===== config.mk =====
export PLATFORM = sky130hd
export DESIGN_NAME = core_top
export DESIGN_NICKNAME = d
export VERILOG_FILES = /design/src/verilog/core_pkg.sv /design/src/verilog/core_decode.sv /design/src/verilog/core_execute.sv /design/src/verilog/core_regfile.sv /design/src/verilog/core_result.sv /design/src/verilog/core_top.sv
export SDC_FILE = /design/constraint.sdc
export NUM_CORES = 2
export LEC_CHECK = 0
export BUFFER_PORTS_ARGS = -buffer_cell sky130_fd_sc_hd__buf_2
export CAP_MARGIN = 15
export CORE_ASPECT_RATIO = 1.5
export CORE_UTILIZATION = 50
export DETAILED_ROUTE_END_ITERATION = 8
export HOLD_SLACK_MARGIN = 0.15
export MAX_ROUTING_LAYER = met4
export PLACE_DENSITY = 0.66
export SLEW_MARGIN = 0
export SYNTH_ARGS = -nofsm -noshare
export SYNTH_HDL_FRONTEND = slang
export SYNTH_HIERARCHICAL = 1
export SYNTH_SLANG_ARGS = --single-unit

===== constraint.sdc =====
create_clock -name clk -period 9.2 [get_ports clk]
set_input_delay 0.92 -clock clk [delete_from_list [all_inputs] [get_ports clk]]
set_output_delay 0.92 -clock clk [all_outputs]
set_load 0.05 [all_outputs]

===== src/verilog/core_pkg.sv =====
package core_pkg;

    // ==================================================
    // Widths
    // ==================================================

    parameter int XLEN     = 64;     // Data and address width
    parameter int NUM_REGS = 16;     // General registers

    typedef logic [XLEN-1:0] word_t;       // Data, address, PC
    typedef logic [3:0]      reg_addr_t;   // Register index
    typedef logic [3:0]      opcode_t;     // Instruction class
    typedef logic [3:0]      alu_func_t;   // ALU operation

    // ==================================================
    // Opcodes and ALU functions
    // ==================================================

    parameter opcode_t OP_ALU_REG = 4'd1;  // rs1 op rs2
    parameter opcode_t OP_ALU_IMM = 4'd2;  // rs1 op imm
    parameter opcode_t OP_LOAD    = 4'd4;
    parameter opcode_t OP_STORE   = 4'd5;

    parameter alu_func_t FN_ADD = 4'd0;
    parameter alu_func_t FN_SUB = 4'd1;
    parameter alu_func_t FN_AND = 4'd2;
    parameter alu_func_t FN_OR  = 4'd3;
    parameter alu_func_t FN_XOR = 4'd4;
    parameter alu_func_t FN_SLL = 4'd5;    // Shift by b[5:0]
    parameter alu_func_t FN_SRL = 4'd6;
    parameter alu_func_t FN_SRA = 4'd7;
    parameter alu_func_t FN_SLT = 4'd8;    // Signed compare, 1 or 0

    // ==================================================
    // Stage structs
    // ==================================================

    typedef struct packed {
        logic negative;    // Result bit 63
        logic overflow;    // Add/sub only
        logic carry;       // Sub carry means no borrow
        logic zero;
        logic parity;      // XOR of all result bits
    } alu_flags_t;

    // Decode to execute
    typedef struct packed {
        word_t     pc;
        opcode_t   opcode;
        alu_func_t funct;
        reg_addr_t rd;
        word_t     rs1_val;
        word_t     rs2_val;
        word_t     imm;        // Sign-extended
    } decoded_inst_t;

    // Execute to result
    typedef struct packed {
        word_t      pc;
        opcode_t    opcode;
        reg_addr_t  rd;
        word_t      alu_val;
        word_t      mem_addr;    // rs1 + imm
        word_t      store_data;  // rs2 value
        alu_flags_t flags;
    } exec_result_t;

    // Retirement record
    typedef struct packed {
        word_t     pc;
        reg_addr_t rd;
        word_t     value;
        logic      wr;       // A register was written
    } retire_t;

endpackage


===== src/verilog/core_decode.sv =====
`timescale 1ns/100ps

module core_decode #(
    parameter core_pkg::word_t RESET_VECTOR = '0
) (
    input  logic                    clk,
    input  logic                    rst_n,

    // Instruction fetch port
    output core_pkg::word_t         if_addr,
    output logic                    if_req,
    input  core_pkg::word_t         if_data,
    input  logic                    if_valid,

    input  logic                    retire_valid,   // Previous instruction done

    // Register file read ports
    output core_pkg::reg_addr_t     rd_addr_a,
    output core_pkg::reg_addr_t     rd_addr_b,
    input  core_pkg::word_t         rd_data_a,
    input  core_pkg::word_t         rd_data_b,

    output logic                    dec_valid,
    output core_pkg::decoded_inst_t dec,
    output core_pkg::word_t         debug_pc
);

    import core_pkg::*;

    typedef enum logic [1:0] {
        FETCH,        // First fetch after reset
        WAIT_INST,    // Request out, waiting for if_valid
        WAIT_RETIRE   // Instruction in flight
    } fetch_state_t;

    fetch_state_t state;
    word_t        pc;          // Next fetch address
    logic         inst_take;   // Instruction word arrives

    assign inst_take = (state == WAIT_INST) && if_valid;

    // Operands come straight from the fetched word
    assign rd_addr_a = if_data[51:48];   // rs1
    assign rd_addr_b = if_data[55:52];   // rs2

    // ==================================================
    // Fetch sequencing
    // ==================================================

    always_ff @(posedge clk or negedge rst_n) begin
        if (!rst_n) begin
            state     <= FETCH;
            pc        <= RESET_VECTOR;
            if_addr   <= RESET_VECTOR;
            if_req    <= 1'b0;
            dec_valid <= 1'b0;
        end else begin
            if_req    <= 1'b0;       // Single-cycle pulses
            dec_valid <= 1'b0;
            case (state)
                FETCH: begin
                    if_req  <= 1'b1;
                    if_addr <= pc;
                    state   <= WAIT_INST;
                end
                WAIT_INST: begin
                    if (if_valid) begin
                        dec_valid <= 1'b1;
                        pc        <= pc + word_t'(8);   // No branches
                        state     <= WAIT_RETIRE;
                    end
                end
                WAIT_RETIRE: begin
                    if (retire_valid) begin   // Fetch in the following cycle
                        if_req  <= 1'b1;
                        if_addr <= pc;
                        state   <= WAIT_INST;
                    end
                end
                default: state <= FETCH;
            endcase
        end
    end

    // ==================================================
    // Field decode and operand sample
    // ==================================================

    always_ff @(posedge clk) begin
        if (inst_take) begin
            dec.pc      <= pc;
            dec.opcode  <= if_data[63:60];
            dec.funct   <= if_data[59:56];
            dec.rd      <= if_data[51:48];   // Destination is the rs1 field
            dec.rs1_val <= rd_data_a;
            dec.rs2_val <= rd_data_b;
            dec.imm     <= {{(XLEN-48){if_data[47]}}, if_data[47:0]};
        end
    end

    assign debug_pc = dec.pc;   // Held until the next decode

    // One request per instruction
    a_if_req_pulse: assert property (@(posedge clk) disable iff (!rst_n)
        if_req |=> !if_req);

    // Environment answers only an open fetch
    a_if_valid_state: assert property (@(posedge clk) disable iff (!rst_n)
        if_valid |-> state == WAIT_INST);

endmodule


===== src/verilog/core_execute.sv =====
`timescale 1ns/100ps

module core_execute (
    input  logic                    clk,
    input  logic                    rst_n,
    input  logic                    dec_valid,
    input  core_pkg::decoded_inst_t dec,
    output logic                    exe_valid,
    output core_pkg::exec_result_t  exe
);

    import core_pkg::*;

    word_t         op_a, op_b;
    word_t         alu_val;
    alu_flags_t    flags;
    logic [5:0]    shamt;          // Shift amount
    logic [XLEN:0] sum_ext;        // Carry in top bit
    logic [XLEN:0] diff_ext;       // a + ~b + 1 with no-borrow in the top bit

    // ==================================================
    // Operand select and ALU
    // ==================================================

    assign op_a  = dec.rs1_val;
    assign op_b  = (dec.opcode == OP_ALU_IMM) ? dec.imm : dec.rs2_val;
    assign shamt = op_b[5:0];

    assign sum_ext  = {1'b0, op_a} + {1'b0, op_b};
    assign diff_ext = {1'b0, op_a} + {1'b0, ~op_b} + (XLEN+1)'(1);

    always_comb begin
        alu_val = '0;   // Unknown functions give zero
        flags   = '0;
        case (dec.funct)
            FN_ADD: begin
                alu_val        = sum_ext[XLEN-1:0];
                flags.carry    = sum_ext[XLEN];
                flags.overflow = (op_a[XLEN-1] == op_b[XLEN-1]) &&
                                 (sum_ext[XLEN-1] != op_a[XLEN-1]);
            end
            FN_SUB: begin
                alu_val        = diff_ext[XLEN-1:0];
                flags.carry    = diff_ext[XLEN];
                flags.overflow = (op_a[XLEN-1] != op_b[XLEN-1]) &&
                                 (diff_ext[XLEN-1] != op_a[XLEN-1]);
            end
            FN_AND: alu_val = op_a & op_b;
            FN_OR:  alu_val = op_a | op_b;
            FN_XOR: alu_val = op_a ^ op_b;
            FN_SLL: alu_val = op_a << shamt;
            FN_SRL: alu_val = op_a >> shamt;
            FN_SRA: alu_val = $signed(op_a) >>> shamt;
            FN_SLT: alu_val = ($signed(op_a) < $signed(op_b)) ? word_t'(1) : '0;
            default: alu_val = '0;
        endcase

        // Result flags for every function
        flags.zero     = (alu_val == '0);
        flags.negative = alu_val[XLEN-1];
        flags.parity   = ^alu_val;
    end

    // ==================================================
    // Stage register
    // ==================================================

    always_ff @(posedge clk or negedge rst_n) begin
        if (!rst_n) begin
            exe_valid <= 1'b0;
        end else begin
            exe_valid <= dec_valid;   // One cycle behind decode
        end
    end

    always_ff @(posedge clk) begin
        if (dec_valid) begin
            exe.pc         <= dec.pc;
            exe.opcode     <= dec.opcode;
            exe.rd         <= dec.rd;
            exe.alu_val    <= alu_val;
            exe.mem_addr   <= dec.rs1_val + dec.imm;   // Load/store address
            exe.store_data <= dec.rs2_val;
            exe.flags      <= flags;
        end
    end

endmodule


===== src/verilog/core_regfile.sv =====
`timescale 1ns/100ps

module core_regfile (
    input  logic                clk,
    input  logic                rst_n,
    input  core_pkg::reg_addr_t rd_addr_a,
    input  core_pkg::reg_addr_t rd_addr_b,
    output core_pkg::word_t     rd_data_a,
    output core_pkg::word_t     rd_data_b,
    input  logic                wr_en,
    input  core_pkg::reg_addr_t wr_addr,
    input  core_pkg::word_t     wr_data
);

    import core_pkg::*;

    word_t regs [NUM_REGS];

    // Single write port, r0 stays zero
    always_ff @(posedge clk or negedge rst_n) begin
        if (!rst_n) begin
            for (int i = 0; i < NUM_REGS; i++) begin
                regs[i] <= '0;
            end
        end else if (wr_en && (wr_addr != '0)) begin
            regs[wr_addr] <= wr_data;
        end
    end

    // Combinational reads
    assign rd_data_a = (rd_addr_a == '0) ? '0 : regs[rd_addr_a];
    assign rd_data_b = (rd_addr_b == '0) ? '0 : regs[rd_addr_b];

endmodule


===== src/verilog/core_result.sv =====
`timescale 1ns/100ps

module core_result (
    input  logic                   clk,
    input  logic                   rst_n,
    input  logic                   exe_valid,
    input  core_pkg::exec_result_t exe,

    // Data port
    output core_pkg::word_t        mem_addr,
    output core_pkg::word_t        mem_write_data,
    output logic                   mem_read_req,
    output logic                   mem_write_req,
    input  core_pkg::word_t        mem_read_data,
    input  logic                   mem_read_valid,
    input  logic                   mem_write_ack,

    // Register write-back
    output logic                   wr_en,
    output core_pkg::reg_addr_t    wr_addr,
    output core_pkg::word_t        wr_data,

    output logic                   retire_valid,
    output core_pkg::retire_t      retire,
    output core_pkg::alu_flags_t   debug_flags,
    output logic [31:0]            perf_inst_retired,
    output logic [31:0]            perf_cycles
);

    import core_pkg::*;

    typedef enum logic [1:0] {
        IDLE,
        LOAD_WAIT,    // Read request out
        STORE_WAIT    // Write request out
    } mem_state_t;

    mem_state_t state;
    logic       is_alu;   // Register or immediate ALU form

    assign is_alu = (exe.opcode == OP_ALU_REG) || (exe.opcode == OP_ALU_IMM);

    // ==================================================
    // Memory sequencing and retirement
    // ==================================================

    always_ff @(posedge clk or negedge rst_n) begin
        if (!rst_n) begin
            state         <= IDLE;
            mem_read_req  <= 1'b0;
            mem_write_req <= 1'b0;
            retire_valid  <= 1'b0;
            retire.wr     <= 1'b0;
            debug_flags   <= '0;
        end else begin
            mem_read_req  <= 1'b0;   // All strobes are pulses
            mem_write_req <= 1'b0;
            retire_valid  <= 1'b0;
            case (state)
                IDLE: begin
                    if (exe_valid) begin
                        if (exe.opcode == OP_LOAD) begin
                            mem_read_req <= 1'b1;
                            mem_addr     <= exe.mem_addr;
                            state        <= LOAD_WAIT;
                        end else if (exe.opcode == OP_STORE) begin
                            mem_write_req  <= 1'b1;
                            mem_addr       <= exe.mem_addr;
                            mem_write_data <= exe.store_data;   // All bytes
                            state          <= STORE_WAIT;
                        end else begin
                            retire_valid <= 1'b1;
                            retire.pc    <= exe.pc;
                            retire.rd    <= exe.rd;
                            retire.value <= exe.alu_val;
                            retire.wr    <= is_alu && (exe.rd != '0);   // r0 never written
                            if (is_alu) begin
                                debug_flags <= exe.flags;
                            end
                        end
                    end
                end
                LOAD_WAIT: begin
                    if (mem_read_valid) begin
                        retire_valid <= 1'b1;
                        retire.pc    <= exe.pc;       // exe held until next decode
                        retire.rd    <= exe.rd;
                        retire.value <= mem_read_data;
                        retire.wr    <= (exe.rd != '0);
                        state        <= IDLE;
                    end
                end
                STORE_WAIT: begin
                    if (mem_write_ack) begin
                        retire_valid <= 1'b1;
                        retire.pc    <= exe.pc;
                        retire.rd    <= exe.rd;
                        retire.value <= exe.store_data;
                        retire.wr    <= 1'b0;         // Store writes no register
                        state        <= IDLE;
                    end
                end
                default: state <= IDLE;
            endcase
        end
    end

    // Write lands on the edge that ends the retire cycle
    assign wr_en   = retire_valid && retire.wr;
    assign wr_addr = retire.rd;
    assign wr_data = retire.value;

    // ==================================================
    // Performance counters
    // ==================================================

    always_ff @(posedge clk or negedge rst_n) begin
        if (!rst_n) begin
            perf_cycles       <= '0;
            perf_inst_retired <= '0;
        end else begin
            perf_cycles <= perf_cycles + 32'd1;
            if (retire_valid) begin
                perf_inst_retired <= perf_inst_retired + 32'd1;
            end
        end
    end

    a_req_exclusive: assert property (@(posedge clk) disable iff (!rst_n)
        !(mem_read_req && mem_write_req));

    // No retirement out of a wait state without its answer
    a_retire_answered: assert property (@(posedge clk) disable iff (!rst_n)
        (state != IDLE && !mem_read_valid && !mem_write_ack) |=> !retire_valid);

endmodule


===== src/verilog/core_top.sv =====
`timescale 1ns/100ps

module core_top (
    input  logic                 clk,
    input  logic                 rst_n,

    // Instruction fetch port
    output core_pkg::word_t      if_addr,
    output logic                 if_req,
    input  core_pkg::word_t      if_data,
    input  logic                 if_valid,

    // Data port
    output core_pkg::word_t      mem_addr,
    output core_pkg::word_t      mem_write_data,
    output logic                 mem_read_req,
    output logic                 mem_write_req,
    input  core_pkg::word_t      mem_read_data,
    input  logic                 mem_read_valid,
    input  logic                 mem_write_ack,

    // Retirement
    output logic                 retire_valid,
    output core_pkg::retire_t    retire,

    // Debug and performance
    output core_pkg::word_t      debug_pc,
    output core_pkg::alu_flags_t debug_flags,
    output logic [31:0]          perf_inst_retired,
    output logic [31:0]          perf_cycles
);

    import core_pkg::*;

    localparam word_t RESET_VECTOR = 64'h1000;   // First fetch address

    // ==================================================
    // Stage wiring
    // ==================================================

    reg_addr_t     rd_addr_a, rd_addr_b;   // Operand read addresses
    word_t         rd_data_a, rd_data_b;
    logic          dec_valid;
    decoded_inst_t dec;
    logic          exe_valid;
    exec_result_t  exe;
    logic          wr_en;                  // Write-back port
    reg_addr_t     wr_addr;
    word_t         wr_data;

    core_decode #(
        .RESET_VECTOR (RESET_VECTOR)
    ) u_decode (
        .clk          (clk),
        .rst_n        (rst_n),
        .if_addr      (if_addr),
        .if_req       (if_req),
        .if_data      (if_data),
        .if_valid     (if_valid),
        .retire_valid (retire_valid),    // Starts next fetch
        .rd_addr_a    (rd_addr_a),
        .rd_addr_b    (rd_addr_b),
        .rd_data_a    (rd_data_a),
        .rd_data_b    (rd_data_b),
        .dec_valid    (dec_valid),
        .dec          (dec),
        .debug_pc     (debug_pc)
    );

    core_regfile u_regfile (
        .clk       (clk),
        .rst_n     (rst_n),
        .rd_addr_a (rd_addr_a),
        .rd_addr_b (rd_addr_b),
        .rd_data_a (rd_data_a),
        .rd_data_b (rd_data_b),
        .wr_en     (wr_en),
        .wr_addr   (wr_addr),
        .wr_data   (wr_data)
    );

    core_execute u_execute (
        .clk       (clk),
        .rst_n     (rst_n),
        .dec_valid (dec_valid),
        .dec       (dec),
        .exe_valid (exe_valid),
        .exe       (exe)
    );

    core_result u_result (
        .clk               (clk),
        .rst_n             (rst_n),
        .exe_valid         (exe_valid),
        .exe               (exe),
        .mem_addr          (mem_addr),
        .mem_write_data    (mem_write_data),
        .mem_read_req      (mem_read_req),
        .mem_write_req     (mem_write_req),
        .mem_read_data     (mem_read_data),
        .mem_read_valid    (mem_read_valid),
        .mem_write_ack     (mem_write_ack),
        .wr_en             (wr_en),
        .wr_addr           (wr_addr),
        .wr_data           (wr_data),
        .retire_valid      (retire_valid),
        .retire            (retire),
        .debug_flags       (debug_flags),
        .perf_inst_retired (perf_inst_retired),
        .perf_cycles       (perf_cycles)
    );

endmodule

Word-level counts from Yosys, hierarchy flattened
Index checks and enable logic that the tools add are counted.

storage, ports and cells
  register bits after elaboration = 2013
  bits of input ports = 133
  output and inout bits = 462
  logic and storage cells = 188

cells by class
  reductions and logical operators = 29
  add/subtract/negate cells = 7
  bitwise operators = 9
  magnitude comparators = 5
  equal/unequal tests = 29
  shift-type cells = 3
  mux-type cells = 49

operators with widths
  kind                                                                    number
  1024-bit bitwise mux                                                    1
  133-bit 2-to-1 mux                                                      5
  64-bit 2-to-1 mux                                                       9
  64-bit one-hot mux with 9 select lines                                  1
  64-bit binary-select mux with 4-bit select                              2
  133-bit one-hot mux with 3 select lines                                 1
  64-bit demux with 4-bit select                                          1
  64-bit by 64-bit adder with 65-bit output                               2
  64-bit one-hot mux with 2 select lines                                  1
  65-bit by 1-bit adder with 65-bit output (second input constant)        1
  32-bit by 1-bit adder with 32-bit output (second input constant)        2
  64-bit by 4-bit adder with 64-bit output (second input constant)        1
  64-bit adder                                                            1
  64-bit AND                                                              1
  64-bit zero test                                                        1
  64-bit < comparator                                                     1
  64-bit inverter                                                         1
  64-bit OR                                                               1
  64-bit XOR reduction                                                    1
  64-bit by 6-bit << shifter with 64-bit output                           1
  64-bit by 6-bit right shift with 64-bit output                          1
  64-bit by 6-bit >>> shifter with 64-bit output                          1
  64-bit bitwise XOR                                                      1
  4-bit by 3-bit equality test with 1-bit output (second input constant)  6
  other kinds (32)                                                        87

Logic depth before layout (Yosys ltp)
  depth after elaboration = 8
  mapped depth = 28
  depth with buffers taken out = 22

Cells and area by module
The synthesis kept the hierarchy.

modules (own cells, without submodules)
  module        area an instance (um^2)  cells an instance  instances  sequential area each (um^2)
  core_regfile  50698.6                  3193               1          24048.1
  core_execute  33828.7                  4088               1          8072.7
  core_decode   13371.6                  743                1          10632.7
  core_result   12916.1                  838                1          9684.3

Worst setup path after synthesis
OpenSTA, ideal clock, no wires.

  path type = input to register
  start point = in if_valid
  end point = reg u_decode.pc[7]
  cell stages on the path = 4
  setup slack = 2317 ps
  setup time = 144 ps
  arrival time = 6740 ps
  path buffers = 0
  required time = 9056 ps
  path through = nand3b_1 > inv_1 > nand4_1 > xnor2_1

on the way
  word-level cells in the longest chain between the ends = 1

RTL lines
  element                        line               text
  from (decl)                    core_top.sv:11     input logic if_valid,
  2-bit AND reduction (no line)  --
  to (signal assigned)           core_decode.sv:69  pc <= pc + word_t'(8);
  to (decl)                      core_decode.sv:37  word_t pc;

No other way between the ends.
A chain may end at the register's enable or synchronous reset.

==> metrics.yaml <==
status: "finished clean"
yosysTopAreaCellShare: 0.262
reg2reg_depth: 22
coreArea_um2: 220000
r2r_start: "u_decode/dec[200]$_DFFE_PP_"
worst_pin_slew_ns: 1.36
slowest_stage: "o311ai_1"
dieWidth_um: 386
synth_area_leader_cell: "dfrtp_1"
skew_ns: 0.0945
cp_top_family: "compound AO/OA/AOI/OAI gates"
syn2layout_area_growth_pct: 10.4
p_sw_mw: 16.5
power_leakage_nw: 52.5
ff_latch_area_um2: 52400
r2r_setup_slack_ns: 0.61
num-fill-cells: 18232
yosysMostFrequentCell: "mux2_2"
gr-total-overflow: 0
final-max-slew-violation-count: 0
portBuffers: 588
hold_class: "input port to flop"
worst-path-max-fanout: 41
slew_headroom: 0.0882
netlist_area_um2: 111000
clockBufferDepth: 4
startpoint_type: "flop"
dpl.hpwl_um: 341000
path_clk_slew_ns: 0.08
cp.depth: 22
ctsHoldBuffers: 0
path_common_cell: "xnor2_1"
multi_input_area_um2: 53700
h-tree-depth: 4
ys_warn_count: 6
ir_drop_mv: 0.326
grt_util_met2: 0.660
cts_buffers: 192
cp.arrival_ns: 9.14
worst_ep_required_time_ns: 9.76
ys_async_sr_fraction: 0.599
drt_wl_total_um: 486000
fin_nets: 9536
dieArea_um2: 224000
clock_latency_ns: 0.89
synth_top_cells_by_area: "dfrtp_1 (26%), edfxtp_1 (21%), mux2_2 (13%)"
cp-end-kind: "flop"
met1_usage: 0.522
cts_root_buf: "clkbuf_16"
fmax_mhz: 116
track_usage: 0.445
drt-initial-drc-count: 9253
grt_pass1_wl_um: 670000
finalCritPeriodShare: 0.933
p_per_area_nw_per_um2: 313
hold_viol_final: 0
grtUsageMet3: 0.106
grt_pass1_vias: 83901
max_stage_delay_ns: 1.05
grt_max_degree: 164
crit_end: "u_execute/exe[0]$_DFFE_PP_"
place.gp.congestion: 1.13
synth_edf_count: 777
route.detailed.drc: 0
internal-power_mw: 21.8
max_cap_violations: 0
p_comb_frac: 0.433
core.rowCount: 211
sw_frac_of_total: 0.431
antenna_found_initial: 58
die_y_um: 579
io_pins: 595
cts_sinks: 1940
netlist_instances: 8862
hold_path_depth: 1
wl_per_cell_um: 39.8
critPathKind: "flop to flop"
worstReg2RegEnd: "u_execute/exe[0]$_DFFE_PP_"
p_seq_frac: 0.358
busiest_layer: "met2"
drive_above_1_share: 0.324
synth-main-ff-cell: "dfrtp_1"
synth_cell_types: 115
start_util: 0.503
ys_seq_elements: 1940
syn_avg_cell_area_um2: 12.5
ant_nets: 0
critical_path.n_buffers_inverters: 4
first_pass_iters: 6
ys_seq_area_frac: 0.473
ys_top_cells_by_count: "mux2_2 (1,236), dfrtp_1 (1,161), edfxtp_1 (777)"
finalSetupViolCount: 0
crit_start: "u_decode/dec[200]$_DFFE_PP_"
fin_crit_ns: 8.59
finalSetupTns_ns: 0
cts_resized: 0
clock_power_share: 0.209
fin_util: 0.555
rsz0062_at_grt: "no"
viasPerCell: 6.96
tritoncts: "yes"
crit_chain: "nor4b_4 -> buf_12 -> mux2_2 -> inv_1 -> ha_1 -> inv_1 -> a21oi_1 -> o31ai_1 -> a211oi_1 -> o41ai_1 -> a31oi_1 -> buf_4 -> o311ai_1 -> o211ai_1 -> or2_2 -> a32oi_1 -> ha_1 -> xor2_1 -> xnor2_1 -> xnor2_1 -> xnor2_1 -> xnor2_1"
cts_setup_buffers: 0
vias: 84967
## routing by layer
layer  part of all wire  wire, um  vias to the layer above
li1                   -         -                    34240
met2               0.46    221000                     5070
met5                  0         0                        -
met4              0.094     45800                        0
met1               0.36    177000                    44147
met3              0.087     42300                     1510
## how the worst min path moves through the flow
stage | from | end | slack [ns]
floorplan | u_decode/dec[192]$_DFFE_PP_ | u_execute/exe[197]$_DFFE_PP_ | 0.40
global route | if_data[25] | u_decode/dec[25]$_DFFE_PP_ | 0.22
global placement | u_regfile/regs[1022]$_DFFE_PN0P_ | u_regfile/regs[1022]$_DFFE_PN0P_ | 0.38
CTS | if_data[32] | u_decode/dec[32]$_DFFE_PP_ | 0.21
detailed placement | u_regfile/regs[1022]$_DFFE_PN0P_ | u_regfile/regs[1022]$_DFFE_PN0P_ | 0.40
finish | if_data[25] | u_decode/dec[25]$_DFFE_PP_ | 0.25
## state kept, by name, indices dropped and copies added, names as in the netlist, 4 cells and up
name	flops
u_result/mem_addr	64
u_result/mem_write_data	64
u_decode/pc	61
u_result/wr_data	64
u_result/perf_inst_retired	32
u_result/wr_addr	4
u_regfile/regs	961
u_decode/if_addr	61
u_decode/debug_pc	61
u_decode/dec	188
u_result/perf_cycles	32
u_result/retire	65
u_result/debug_flags	5
u_execute/exe	268
## layout by cell type (no fill, tap or decap), types with 33 or more instances in the layout
cell	count
nor2_1	413
buf_4	253
o21ai_0	286
inv_1	234
nand4_1	76
ha_1	283
buf_2	580
o221ai_1	36
clkbuf_16	197
o21bai_1	71
nand3_1	132
a31oi_1	56
nor3_1	88
a22oi_1	97
clkbuf_1	48
a21o_1	55
a221o_1	87
o22ai_1	53
a211oi_1	65
and3_1	48
xnor2_1	161
nand2_1	438
a22o_1	71
mux4_2	489
a221oi_1	33
o211ai_1	62
a21oi_1	535
diode_2	59
mux2_2	1235
edfxtp_1	777
xor2_1	59
dfrtp_1	1160
nor4_1	47
mux2i_1	344
o31ai_1	34
## power by group through the flow
stage	clock network, mW	registers, mW	logic [mW]
detailed placement	0	13.7	15.9
global placement	0	13.5	15.9
floorplan	0	13.9	9.39
global route	8.39	13.9	17.0
CTS	8.10	13.6	16.0
finish	8.00	13.7	16.6
## kinds of logic (layout without fill, tap and decap cells)
kind of cell    Yosys count  after routing  synth area share
other cells               1             68         0.0000338
flops                  1940           1940             0.473
buf+inv                1052           1449            0.0457
compound gates         1820           1820             0.111
mux                    2078           2078             0.257
fa+ha+maj               288            288            0.0327
xor+xnor                221            221            0.0175
simple gates           1462           1462            0.0629
## final cells by class
class                      count  area share
multi-input combinational   5878       0.439
sequential                  1940       0.429
clock buffer                 270      0.0445
antenna                       59     0.00121
timing repair buffer         859      0.0430
inverter                     244     0.00762
tap                         2875      0.0294
clock inverter                76     0.00645
## metrics by stage
| step | cell area [um2] | hold WS [ns] | total power [mW] | setup WS (ns) | std cells |
|---|---|---|---|---|---|
| after floorplan | 111000 | 0.400 | 23.3 | 2.32 | 8870 |
| after global placement | 116000 | 0.378 | 29.4 | 1.00 | 11785 |
| after detailed placement | 116000 | 0.400 | 29.6 | 1.03 | 11787 |
| after CTS | 122000 | 0.209 | 37.7 | 0.958 | 12133 |
| after global routing | 122000 | 0.218 | 39.3 | 0.723 | 12179 |
| final | 122000 | 0.247 | 38.3 | 0.613 | 12201 |
Power figures use the tool's default switching activity.
